### config.mk
export PLATFORM = sky130hd
export DESIGN_NAME = axi_mux
export DESIGN_NICKNAME = d
export VERILOG_FILES = /design/src/source/axi_mux_pkg.sv /design/src/source/axi_id_prepend.sv /design/src/source/axi_mux.sv /design/src/source/axi_rr_arbiter.sv /design/src/source/axi_w_route_fifo.sv
export VERILOG_INCLUDE_DIRS = /design/src /design/src/source
export SDC_FILE = /design/constraint.sdc
export NUM_CORES = 1
export LEC_CHECK = 0
export ABC_CLOCK_PERIOD_IN_PS = 4100
export BUFFER_PORTS_ARGS = -buffer_cell sky130_fd_sc_hd__buf_2
export CAP_MARGIN = 20
export CORE_AREA = 2 2 303 305
export DETAILED_ROUTE_END_ITERATION = 7
export DIE_AREA = 0 0 305 307
export SETUP_SLACK_MARGIN = 0.05
export SKIP_CTS_REPAIR_TIMING = 1
export SLEW_MARGIN = 20
export SYNTH_ARGS = -nofsm -noshare
export SYNTH_HDL_FRONTEND = slang
export SYNTH_SLANG_ARGS = --single-unit
### constraint.sdc
create_clock -name clk_i -period 4.1 [get_ports clk_i]
set_input_delay 1.23 -clock clk_i [delete_from_list [all_inputs] [get_ports clk_i]]
set_output_delay 1.23 -clock clk_i [all_outputs]
set_load 0.01 [all_outputs]
### src/source/axi_mux_settings.svh
`ifndef AXI_MUX_SETTINGS_SVH
`define AXI_MUX_SETTINGS_SVH

// Slave ports in front of the single master port
`define AXI_MUX_PORTS 4
`define AXI_MUX_SEL_W 2

// Nonzero when AXI_MUX_SEL_W can name every slave port
`define AXI_MUX_SEL_FITS ((1 << `AXI_MUX_SEL_W) >= `AXI_MUX_PORTS)

// Transaction ID widths, master side carries the port number on top
`define AXI_SLV_ID_W 2
`define AXI_MST_ID_W (`AXI_SLV_ID_W + `AXI_MUX_SEL_W)

// Nonzero when the master ID is exactly slave ID plus port number
`define AXI_MUX_ID_FITS (`AXI_MST_ID_W == (`AXI_SLV_ID_W + `AXI_MUX_SEL_W))

// Bus widths
`define AXI_ADDR_W 16
`define AXI_DATA_W 32
`define AXI_LEN_W 8

// Outstanding AW bursts whose W data is still pending
`define AXI_W_FIFO_DEPTH 4

`endif

### src/source/axi_mux_pkg.sv
`default_nettype none

`include "axi_mux_settings.svh"

package axi_mux_pkg;

  // Widths that carry a meaning
  typedef logic [`AXI_SLV_ID_W-1:0]   slv_id_t;
  typedef logic [`AXI_MST_ID_W-1:0]   mst_id_t;
  typedef logic [`AXI_MUX_SEL_W-1:0]  port_sel_t;
  typedef logic [`AXI_ADDR_W-1:0]     addr_t;
  typedef logic [`AXI_DATA_W-1:0]     data_t;
  typedef logic [`AXI_DATA_W/8-1:0]   strb_t;
  typedef logic [`AXI_LEN_W-1:0]      len_t;
  typedef logic [1:0]                 resp_t;

  // Address channels, ID kept in the top bits
  typedef struct packed {
    slv_id_t    id;
    addr_t      addr;
    len_t       len;
    logic [2:0] size;
    logic [3:0] qos;
  } slv_aw_t;

  typedef struct packed {
    mst_id_t    id;
    addr_t      addr;
    len_t       len;
    logic [2:0] size;
    logic [3:0] qos;
  } mst_aw_t;

  typedef slv_aw_t slv_ar_t;
  typedef mst_aw_t mst_ar_t;

  // Write data has no ID, same on both sides
  typedef struct packed {
    data_t data;
    strb_t strb;
    logic  last;
  } w_t;

  typedef struct packed {
    slv_id_t id;
    resp_t   resp;
  } slv_b_t;

  typedef struct packed {
    mst_id_t id;
    resp_t   resp;
  } mst_b_t;

  typedef struct packed {
    slv_id_t id;
    data_t   data;
    resp_t   resp;
    logic    last;
  } slv_r_t;

  typedef struct packed {
    mst_id_t id;
    data_t   data;
    resp_t   resp;
    logic    last;
  } mst_r_t;

  // Occupancy of the W route FIFO
  typedef enum logic [1:0] {
    FIFO_EMPTY,
    FIFO_PARTIAL,
    FIFO_FULL
  } fifo_state_e;

endpackage

`default_nettype wire

### src/source/axi_id_prepend.sv
`timescale 1ns/1ps
`default_nettype none

`include "axi_mux_settings.svh"

module axi_id_prepend #(
  parameter int unsigned pre_id = 0
) (
  // Requests from one slave port
  input  axi_mux_pkg::slv_aw_t slv_aw_i,
  input  axi_mux_pkg::slv_ar_t slv_ar_i,
  // Responses from the shared master port
  input  axi_mux_pkg::mst_b_t  mst_b_i,
  input  axi_mux_pkg::mst_r_t  mst_r_i,
  // Requests with the port number on top of the ID
  output axi_mux_pkg::mst_aw_t mst_aw_o,
  output axi_mux_pkg::mst_ar_t mst_ar_o,
  // Responses with the port number removed
  output axi_mux_pkg::slv_b_t  slv_b_o,
  output axi_mux_pkg::slv_r_t  slv_r_o
);

  localparam axi_mux_pkg::port_sel_t pre_sel = axi_mux_pkg::port_sel_t'(pre_id);

  // Upper ID bits name the source port, the rest is copied
  always_comb begin : proc_prepend
    mst_aw_o.id   = {pre_sel, slv_aw_i.id};
    mst_aw_o.addr = slv_aw_i.addr;
    mst_aw_o.len  = slv_aw_i.len;
    mst_aw_o.size = slv_aw_i.size;
    mst_aw_o.qos  = slv_aw_i.qos;

    mst_ar_o.id   = {pre_sel, slv_ar_i.id};
    mst_ar_o.addr = slv_ar_i.addr;
    mst_ar_o.len  = slv_ar_i.len;
    mst_ar_o.size = slv_ar_i.size;
    mst_ar_o.qos  = slv_ar_i.qos;
  end

  // Only the low ID bits go back to the port
  always_comb begin : proc_strip
    slv_b_o.id   = mst_b_i.id[`AXI_SLV_ID_W-1:0];
    slv_b_o.resp = mst_b_i.resp;

    slv_r_o.id   = mst_r_i.id[`AXI_SLV_ID_W-1:0];
    slv_r_o.data = mst_r_i.data;
    slv_r_o.resp = mst_r_i.resp;
    slv_r_o.last = mst_r_i.last;
  end

endmodule

`default_nettype wire

### src/source/axi_mux.sv
`timescale 1ns/1ps
`default_nettype none

`include "axi_mux_settings.svh"

module axi_mux (
  input  wire                                          clk_i,
  input  wire                                          reset_i,
  // Slave ports, one entry per upstream master
  input  axi_mux_pkg::slv_aw_t [`AXI_MUX_PORTS-1:0]    slv_aw_i,
  input  wire                  [`AXI_MUX_PORTS-1:0]    slv_aw_valid_i,
  output logic                 [`AXI_MUX_PORTS-1:0]    slv_aw_ready_o,
  input  axi_mux_pkg::w_t      [`AXI_MUX_PORTS-1:0]    slv_w_i,
  input  wire                  [`AXI_MUX_PORTS-1:0]    slv_w_valid_i,
  output logic                 [`AXI_MUX_PORTS-1:0]    slv_w_ready_o,
  output axi_mux_pkg::slv_b_t  [`AXI_MUX_PORTS-1:0]    slv_b_o,
  output logic                 [`AXI_MUX_PORTS-1:0]    slv_b_valid_o,
  input  wire                  [`AXI_MUX_PORTS-1:0]    slv_b_ready_i,
  input  axi_mux_pkg::slv_ar_t [`AXI_MUX_PORTS-1:0]    slv_ar_i,
  input  wire                  [`AXI_MUX_PORTS-1:0]    slv_ar_valid_i,
  output logic                 [`AXI_MUX_PORTS-1:0]    slv_ar_ready_o,
  output axi_mux_pkg::slv_r_t  [`AXI_MUX_PORTS-1:0]    slv_r_o,
  output logic                 [`AXI_MUX_PORTS-1:0]    slv_r_valid_o,
  input  wire                  [`AXI_MUX_PORTS-1:0]    slv_r_ready_i,
  // Master port towards the memory slave
  output axi_mux_pkg::mst_aw_t                         mst_aw_o,
  output logic                                         mst_aw_valid_o,
  input  wire                                          mst_aw_ready_i,
  output axi_mux_pkg::w_t                              mst_w_o,
  output logic                                         mst_w_valid_o,
  input  wire                                          mst_w_ready_i,
  input  axi_mux_pkg::mst_b_t                          mst_b_i,
  input  wire                                          mst_b_valid_i,
  output logic                                         mst_b_ready_o,
  output axi_mux_pkg::mst_ar_t                         mst_ar_o,
  output logic                                         mst_ar_valid_o,
  input  wire                                          mst_ar_ready_i,
  input  axi_mux_pkg::mst_r_t                          mst_r_i,
  input  wire                                          mst_r_valid_i,
  output logic                                         mst_r_ready_o
);

  axi_mux_pkg::mst_aw_t [`AXI_MUX_PORTS-1:0] pre_aw;
  axi_mux_pkg::mst_ar_t [`AXI_MUX_PORTS-1:0] pre_ar;

  logic                   aw_gnt_valid;
  axi_mux_pkg::port_sel_t aw_gnt_idx;
  logic                   aw_fire;
  logic                   ar_gnt_valid;
  axi_mux_pkg::port_sel_t ar_gnt_idx;
  logic                   ar_fire;

  axi_mux_pkg::port_sel_t w_head;
  logic                   w_full;
  logic                   w_empty;
  logic                   w_last_fire;

  axi_mux_pkg::port_sel_t b_sel;
  axi_mux_pkg::port_sel_t r_sel;

  // Port number goes into the ID on the way out, and is removed on the way back
  for (genvar g = 0; g < `AXI_MUX_PORTS; g++) begin : gen_prepend
    axi_id_prepend #(
      .pre_id (g)
    ) u_prepend (
      .slv_aw_i (slv_aw_i[g]),
      .slv_ar_i (slv_ar_i[g]),
      .mst_b_i  (mst_b_i),
      .mst_r_i  (mst_r_i),
      .mst_aw_o (pre_aw[g]),
      .mst_ar_o (pre_ar[g]),
      .slv_b_o  (slv_b_o[g]),
      .slv_r_o  (slv_r_o[g])
    );
  end

  // AW goes out only while the route FIFO has room for its port number
  assign mst_aw_o       = pre_aw[aw_gnt_idx];
  assign mst_aw_valid_o = aw_gnt_valid && !w_full;
  assign aw_fire        = mst_aw_valid_o && mst_aw_ready_i;

  axi_rr_arbiter u_aw_arb (
    .clk_i       (clk_i),
    .reset_i     (reset_i),
    .req_i       (slv_aw_valid_i),
    .ack_i       (aw_fire),
    .gnt_valid_o (aw_gnt_valid),
    .gnt_idx_o   (aw_gnt_idx)
  );

  axi_w_route_fifo u_w_route (
    .clk_i      (clk_i),
    .reset_i    (reset_i),
    .push_i     (aw_fire),
    .push_idx_i (aw_gnt_idx),
    .pop_i      (w_last_fire),
    .head_idx_o (w_head),
    .full_o     (w_full),
    .empty_o    (w_empty)
  );

  // W follows the port at the FIFO head until its last beat
  assign mst_w_o       = slv_w_i[w_head];
  assign mst_w_valid_o = !w_empty && slv_w_valid_i[w_head];
  assign w_last_fire   = mst_w_valid_o && mst_w_ready_i && mst_w_o.last;

  assign mst_ar_o       = pre_ar[ar_gnt_idx];
  assign mst_ar_valid_o = ar_gnt_valid;
  assign ar_fire        = mst_ar_valid_o && mst_ar_ready_i;

  axi_rr_arbiter u_ar_arb (
    .clk_i       (clk_i),
    .reset_i     (reset_i),
    .req_i       (slv_ar_valid_i),
    .ack_i       (ar_fire),
    .gnt_valid_o (ar_gnt_valid),
    .gnt_idx_o   (ar_gnt_idx)
  );

  // Readies only reach the selected port
  always_comb begin
    slv_aw_ready_o             = '0;
    slv_aw_ready_o[aw_gnt_idx] = aw_gnt_valid && !w_full && mst_aw_ready_i;
    slv_w_ready_o              = '0;
    slv_w_ready_o[w_head]      = !w_empty && mst_w_ready_i;
    slv_ar_ready_o             = '0;
    slv_ar_ready_o[ar_gnt_idx] = ar_gnt_valid && mst_ar_ready_i;
  end

  // Responses return to the port named in the upper ID bits
  assign b_sel = mst_b_i.id[`AXI_MST_ID_W-1 -: `AXI_MUX_SEL_W];
  assign r_sel = mst_r_i.id[`AXI_MST_ID_W-1 -: `AXI_MUX_SEL_W];

  always_comb begin
    slv_b_valid_o = '0;
    mst_b_ready_o = 1'b0;
    if (int'(b_sel) < `AXI_MUX_PORTS) begin
      slv_b_valid_o[b_sel] = mst_b_valid_i;
      mst_b_ready_o        = slv_b_ready_i[b_sel];
    end
    slv_r_valid_o = '0;
    mst_r_ready_o = 1'b0;
    if (int'(r_sel) < `AXI_MUX_PORTS) begin
      slv_r_valid_o[r_sel] = mst_r_valid_i;
      mst_r_ready_o        = slv_r_ready_i[r_sel];
    end
  end

endmodule

`default_nettype wire

### src/source/axi_rr_arbiter.sv
`timescale 1ns/1ps
`default_nettype none

`include "axi_mux_settings.svh"

module axi_rr_arbiter (
  input  wire                     clk_i,
  input  wire                     reset_i,
  input  wire [`AXI_MUX_PORTS-1:0] req_i,
  input  wire                     ack_i,
  output logic                    gnt_valid_o,
  output axi_mux_pkg::port_sel_t  gnt_idx_o
);

  // Last winner, search begins just after it
  axi_mux_pkg::port_sel_t last_q;

  // Grant held while its transfer waits for ready
  logic                   lock_q;
  axi_mux_pkg::port_sel_t lock_idx_q;

  always_comb begin : proc_grant
    axi_mux_pkg::port_sel_t cand;
    cand        = last_q;
    gnt_valid_o = 1'b0;
    gnt_idx_o   = last_q;
    if (lock_q) begin
      gnt_valid_o = req_i[lock_idx_q];
      gnt_idx_o   = lock_idx_q;
    end else begin
      // First requester after the last winner, wrapping around
      for (int i = 1; i <= `AXI_MUX_PORTS; i++) begin
        cand = axi_mux_pkg::port_sel_t'((int'(last_q) + i) % `AXI_MUX_PORTS);
        if (!gnt_valid_o && req_i[cand]) begin
          gnt_valid_o = 1'b1;
          gnt_idx_o   = cand;
        end
      end
    end
  end

  always_ff @(posedge clk_i) begin
    if (reset_i) begin
      // Port 0 gets first priority after reset
      last_q     <= axi_mux_pkg::port_sel_t'(`AXI_MUX_PORTS - 1);
      lock_q     <= 1'b0;
      lock_idx_q <= '0;
    end else if (gnt_valid_o && ack_i) begin
      last_q <= gnt_idx_o;
      lock_q <= 1'b0;
    end else begin
      lock_q     <= gnt_valid_o;
      lock_idx_q <= gnt_idx_o;
    end
  end

endmodule

`default_nettype wire

### src/source/axi_w_route_fifo.sv
`timescale 1ns/1ps
`default_nettype none

`include "axi_mux_settings.svh"

module axi_w_route_fifo (
  input  wire                    clk_i,
  input  wire                    reset_i,
  input  wire                    push_i,
  input  axi_mux_pkg::port_sel_t push_idx_i,
  input  wire                    pop_i,
  output axi_mux_pkg::port_sel_t head_idx_o,
  output logic                   full_o,
  output logic                   empty_o
);

  localparam int unsigned ptr_w =
    (`AXI_W_FIFO_DEPTH > 1) ? $clog2(`AXI_W_FIFO_DEPTH) : 1;

  typedef logic [ptr_w-1:0] ptr_t;

  axi_mux_pkg::port_sel_t  mem_q [`AXI_W_FIFO_DEPTH];
  ptr_t                    wr_ptr_q;
  ptr_t                    rd_ptr_q;
  axi_mux_pkg::fifo_state_e state_q;
  axi_mux_pkg::fifo_state_e state_d;

  // Wraps also for depths that are not a power of two
  function automatic ptr_t ptr_inc(input ptr_t ptr);
    if (ptr == ptr_t'(`AXI_W_FIFO_DEPTH - 1)) begin
      return '0;
    end
    return ptr + 1'b1;
  endfunction

  // Occupancy only changes when one side moves alone
  always_comb begin
    state_d = state_q;
    if (push_i && !pop_i) begin
      state_d = (ptr_inc(wr_ptr_q) == rd_ptr_q) ? axi_mux_pkg::FIFO_FULL
                                                : axi_mux_pkg::FIFO_PARTIAL;
    end else if (pop_i && !push_i) begin
      state_d = (ptr_inc(rd_ptr_q) == wr_ptr_q) ? axi_mux_pkg::FIFO_EMPTY
                                                : axi_mux_pkg::FIFO_PARTIAL;
    end
  end

  always_ff @(posedge clk_i) begin
    if (reset_i) begin
      wr_ptr_q <= '0;
      rd_ptr_q <= '0;
      state_q  <= axi_mux_pkg::FIFO_EMPTY;
    end else begin
      if (push_i) begin
        wr_ptr_q <= ptr_inc(wr_ptr_q);
      end
      if (pop_i) begin
        rd_ptr_q <= ptr_inc(rd_ptr_q);
      end
      state_q <= state_d;
    end
  end

  always_ff @(posedge clk_i) begin
    if (push_i) begin
      mem_q[wr_ptr_q] <= push_idx_i;
    end
  end

  assign head_idx_o = mem_q[rd_ptr_q];
  assign full_o     = (state_q == axi_mux_pkg::FIFO_FULL);
  assign empty_o    = (state_q == axi_mux_pkg::FIFO_EMPTY);

endmodule

`default_nettype wire

* Word-level counts from Yosys, hierarchy flattened *
Memories as Yosys holds them, arrays and structs flattened. A register that Yosys moved wholly into a read port is not among the register bits.
Cells that the tools add are included.

storage, ports and cells
  word-level logic and storage cells = 180
  memories = 1
  input port bits = 484
  bits in writable memories = 8
  output and inout port bits = 296
  flip-flop bits (word level) = 16

cells by class
  bitwise operators = 5
  reductions and logical operators = 36
  order comparisons = 20
  muxes and demuxes = 94
  equal/unequal tests = 5
  add/sub/neg operators = 10

memories
  name             words  bits a word  rd ports  clocked after Yosys merged registers in  write ports  RTL line                source
  u_w_route.mem_q  4      2            1         1                                        1            axi_w_route_fifo.sv:22  axi_mux_pkg::port_sel_t mem_q [`AXI_W_FIFO_DEPTH];

operators with widths
  operator                                                            number
  binary-select mux 35 bit (select 2 bit)                             2
  binary-select mux 37 bit (select 2 bit)                             1
  2-to-1 mux 35 bit                                                   2
  2-to-1 mux 2 bit                                                    24
  2-to-1 mux 1 bit                                                    46
  < comparator 2 x 3 -> 1 bit (second input constant)                 15
  2-to-1 mux 37 bit                                                   1
  binary-select mux 1 bit (select 2 bit)                              13
  logical AND 1 bit                                                   22
  AND 4 bit                                                           5
  adder 2 x 1 -> 2 bit (second input constant)                        6
  demux 1 bit (select 2 bit)                                          5
  greater-or-equal comparator 2 x 1 -> 1 bit (second input constant)  5
  logical NOT 1 bit                                                   10
  adder 2 bit (second input constant)                                 4
  equality test 2 bit (second input constant)                         3
  equality test 2 bit                                                 2
  OR reduction 2 bit                                                  2
  logical NOT 2 bit                                                   1
  nonzero test 2 bit                                                  1

* Longest topological paths before layout *
  depth in word-level cells = 30
  mapped depth = 9
  gate-level depth less buffers = 8

* Hierarchy *
A second synthesis with hierarchy kept.

unflattened totals
  cell total of the unflattened synthesis = 772
  area, all modules = 7728.7 sq um

by module, submodules not included
  module                                          seq. area each (sq um)  times used  cells each  area each (sq um)
  axi_mux                                         0.0                     1           165         2849.0
  axi_id_prepend at gen_prepend[1].u_prepend ...  0.0                     2           113         840.8
  axi_id_prepend at gen_prepend[0].u_prepend ...  0.0                     2           112         837.1
  axi_rr_arbiter                                  100.1                   2           51          404.1
  axi_w_route_fifo                                400.4                   1           55          715.7

* Worst setup path after synthesis *
Ideal clock, no wire load.

  path kind = input port to output port
  start = input port slv_ar_valid_i[2]
  end = output port mst_ar_o[26] in the netlist's numbering
  slack = 289 ps
  required time = 2870 ps
  data arrival time = 2581 ps
  path buffers = 3
  stages on the path = 7
  cell sequence = or3b_1 clkbuf_1 buf_2 buf_2 a311oi_1 a211oi_1 a31oi_1

RTL lines
  item                RTL line       source
  start: declaration  axi_mux.sv:20  input wire [`AXI_MUX_PORTS-1:0] slv_ar_valid_i,
  end: declaration    axi_mux.sv:35  output axi_mux_pkg::mst_ar_t mst_ar_o,

==> flow_metrics.env <==
export IMPL_slowest_delay_ns=0.28
export IMPL_drive_gt1_share_pct=61.6
export IMPL_fillers=10500
export IMPL_slew_headroom_pct=27.5
export IMPL_start_util_pct=7.67
export IMPL_dr_pass1_iters=5
export IMPL_grt_max_degree=42
export IMPL_synth_top_cell_area_share_pct=18.0
export IMPL_power_density_nw_per_um2=291
export IMPL_p_leak_nw=5.05
export IMPL_synthesis_area_um2=6960
export IMPL_dp_cells=2425
export IMPL_synth_edf_count=8
export IMPL_drt_iter0_markers=658
export IMPL_synth_largest_area_cell="buf_4"
export IMPL_rsz0062_at_grt="true"
export IMPL_dp_hpwl_mm=40.9
export IMPL_gp_congestion=0.872
export IMPL_arrival_ns=2.89
export IMPL_grt_pass1_vias=8077
export IMPL_viasPerCell=3.56
export IMPL_clockBufferDepth=2
export IMPL_synth_ff_type="dfxtp_1"
export IMPL_finalHoldViolCount=0
export IMPL_path_buf_inv=5
export IMPL_insertion_delay_ns=0.28
export IMPL_numCtsBuffers=3
export IMPL_area_growth_pct=64.7
export IMPL_die_width_um=305
export IMPL_nets=1767
export IMPL_setup_violations=1
export IMPL_fin_cells=2470
export IMPL_grt_pass1_wl_mm=61.7
export IMPL_worstSetupPathType="in -> out"
export IMPL_io_pins=780
export IMPL_tightest_slew_ns=1.09
export IMPL_ir_worst_vdd_mv=0.135
export IMPL_rows=111
export IMPL_syn_avg_cell_area_um2=8.19
export IMPL_skew_ns=0.0121
export IMPL_htree_levels=1
export IMPL_worstSetupStartpointType="input pin"
export IMPL_die_h_um=307
export IMPL_routed_wl_mm=50.5
export IMPL_crit_family="buffers and inverters"
export IMPL_drc_errors=0
export IMPL_multi_input_area_um2=5020
export IMPL_path_cells="buf_2 > nor2b_2 > o21ai_2 > a32oi_4 > buf_6 > clkbuf_16 > buf_4 > mux2i_1 > mux2i_1 > buf_2"
export IMPL_crit_required_ns=2.87
export IMPL_end_kind="primary output"
export IMPL_synth_seq_area_share_pct=8.63
export IMPL_regToRegSetupSlack_ns=0.99
export IMPL_yosys_warnings=0
export IMPL_final_min_clock_period_ns=4.12
export IMPL_status="finished with violations"
export IMPL_fmax_ghz=0.243
export IMPL_core_um2=90700
export IMPL_synth_area_leaders="buf_4 18%, mux2i_1 15%, mux4_2 15%"
export IMPL_root_buffer="clkbuf_16"
export IMPL_min_period_over_period_pct=100
export IMPL_gr_usage_all_layers_pct=9.21
export IMPL_async_reset_ff_share_pct=0
export IMPL_hp_class="reg -> reg"
export IMPL_seq_area_um2=602
export IMPL_drtAntennaViolNets=0
export IMPL_grt_overflow=0
export IMPL_vias=8803
export IMPL_violations="negative setup slack"
export IMPL_path_clk_slew_ns=0.07
export IMPL_die_area_um2=93600
export IMPL_fin_ws_ns=-0.0163
export IMPL_ys_ff_latch=26
export IMPL_synth_cell_types=46
export IMPL_hold_slack_ns=0.533
export IMPL_crit_fanout=5
export IMPL_routedWlPerCell_um=20.5
export IMPL_netlist_instances=850
export IMPL_cap_violations=0
export IMPL_antenna_found_initial=39
export IMPL_port_buffers=574
export IMPL_synthesis_nets=1340
export IMPL_cts_tree="built"
export IMPL_critPathSlowestCell="mux2i_1"
export IMPL_clock_sinks=26
export IMPL_slew_viol_final=0
where the power goes:
| part | switching, mW | total [mW] | internal [mW] |
|---|---|---|---|
| registers | 0.0351 | 0.336 | 0.300 |
| logic | 1.40 | 2.70 | 1.30 |
| clock network | 0.107 | 0.302 | 0.195 |
| total | 1.54 | 3.34 | 1.80 |
state kept, by name (all words and copies together), names as in the netlist, named ones only:
signal,count
u_ar_arb.last_q,2
u_ar_arb.lock_idx_q,2
u_ar_arb.lock_q,1
u_aw_arb.last_q,2
u_aw_arb.lock_idx_q,2
u_aw_arb.lock_q,1
u_w_route.mem_q,8
u_w_route.rd_ptr_q,2
u_w_route.state_q,2
u_w_route.wr_ptr_q,2
kinds of logic (layout without fill, tap and decap cells):
group                    count (synthesis)  after routing  share of synthesized area, %
other                                    0              8                             0
AND/OR/NAND/NOR                        118            118                          9.57
XOR/XNOR                                 4              4                         0.504
multiplexers                           153            153                          30.2
flip-flops                              26             26                          8.63
AO/OA/AOI/OAI                          260            260                          25.3
buffers and inverters                  283            709                          24.8
adder cells (fa/ha/maj)                  6              6                          1.08
cell usage after synthesis, drive strengths merged, types with 2 or more instances:
cell / count
nand3b: 3
nor2b: 6
buf: 196
a211oi: 33
nor2: 20
and2: 6
xnor2: 3
a22o: 33
edfxtp: 8
nor3b: 5
mux4: 45
or4: 2
a31oi: 67
and3b: 2
a311oi: 33
inv: 40
nor3: 9
and3: 3
a21oi: 72
dfxtp: 18
nand2b: 43
mux2i: 105
o211ai: 3
nand2: 16
mux2: 3
o21ai: 10
a21o: 3
clkbuf: 47
ha: 6
layout make-up:
| cell class | count | area share, % |
|---|---|---|
| well taps | 1186 | 13.0 |
| repair buffers | 665 | 35.6 |
| flip-flops and latches | 26 | 5.25 |
| diodes | 8 | 0.175 |
| clock inverters | 1 | 0.262 |
| clock buffers | 3 | 0.655 |
| multi-input cells | 541 | 43.8 |
| inverters | 40 | 1.31 |
worst paths after layout:
check / startpoint / to / cells past startpoint
worst max register to register: flop / u_w_route.state_q[0] / 8
worst min register to register: u_w_route.state_q[0] / u_w_route.state_q[0] / 2
worst min-delay path: u_w_route.state_q[0] / u_w_route.state_q[0] / 2
worst max-delay path: slv_aw_valid_i[3] / mst_aw_o[22] / 10
per-layer routing:
layer	GRT usage, %	share of wire, %	vias to the layer above
li1	-	-	3902
met4	2.13	2.5	26
met2	13.1	40	630
met1	11.4	42	4128
met5	0.982	0.32	-
met3	5.81	15	117
through the flow:
step / setup slack (ns) / utilization (%) / instance area, um^2 / TNS (ns) / total power [mW]
global route: -0.0477 / 12.6 / 11400 / -0.397 / 3.59
CTS: -0.604 / 11.6 / 10500 / -0.769 / 3.03
detailed placement: -0.599 / 11.5 / 10400 / -0.750 / 2.71
global placement: -0.558 / 11.5 / 10400 / -0.597 / 2.69
finish: -0.0163 / 12.6 / 11500 / -0.0163 / 3.34
floorplan: 0.289 / - / 6960 / 0 / 1.74
worst register-to-register path: cells and delay by family (launching register included):
family / cells / cell delay (ns)
multiplexers: 2 / 1.75
AO/OA/AOI/OAI: 3 / 0.43
flip-flops: 1 / 0.36
adder cells (fa/ha/maj): 1 / 0.30
AND/OR/NAND/NOR: 1 / 0.17
buffers and inverters: 1 / 0.05
placed cells by master, fill, tap and decap left out, types with 3 or more instances in the layout:
| cell | Yosys | routed |
|---|---|---|
| buf_12 | 0 | 18 |
| nor2_1 | 19 | 18 |
| buf_8 | 0 | 6 |
| diode_2 | 0 | 8 |
| mux4_2 | 45 | 44 |
| nor3b_1 | 5 | 4 |
| buf_2 | 29 | 567 |
| a22o_1 | 33 | 33 |
| o21ai_1 | 5 | 4 |
| inv_1 | 37 | 37 |
| nand3b_1 | 3 | 3 |
| dfxtp_1 | 18 | 17 |
| a311oi_2 | 0 | 22 |
| a311oi_1 | 33 | 10 |
| and3_1 | 3 | 3 |
| inv_2 | 3 | 3 |
| o211ai_1 | 3 | 3 |
| and2_1 | 6 | 4 |
| nor2b_1 | 6 | 4 |
| nand2_1 | 15 | 15 |
| a211oi_2 | 0 | 18 |
| mux2i_2 | 0 | 3 |
| buf_4 | 167 | 50 |
| ha_1 | 6 | 6 |
| clkbuf_16 | 0 | 11 |
| a211oi_1 | 33 | 13 |
| xnor2_1 | 3 | 3 |
| mux2i_1 | 105 | 102 |
| edfxtp_1 | 8 | 8 |
| nor3_1 | 9 | 9 |
| nand2b_1 | 43 | 41 |
| a21oi_1 | 71 | 70 |
| buf_6 | 0 | 14 |
| o21ai_0 | 4 | 4 |
| a31oi_1 | 67 | 66 |
Power figures use the tool's default switching activity.
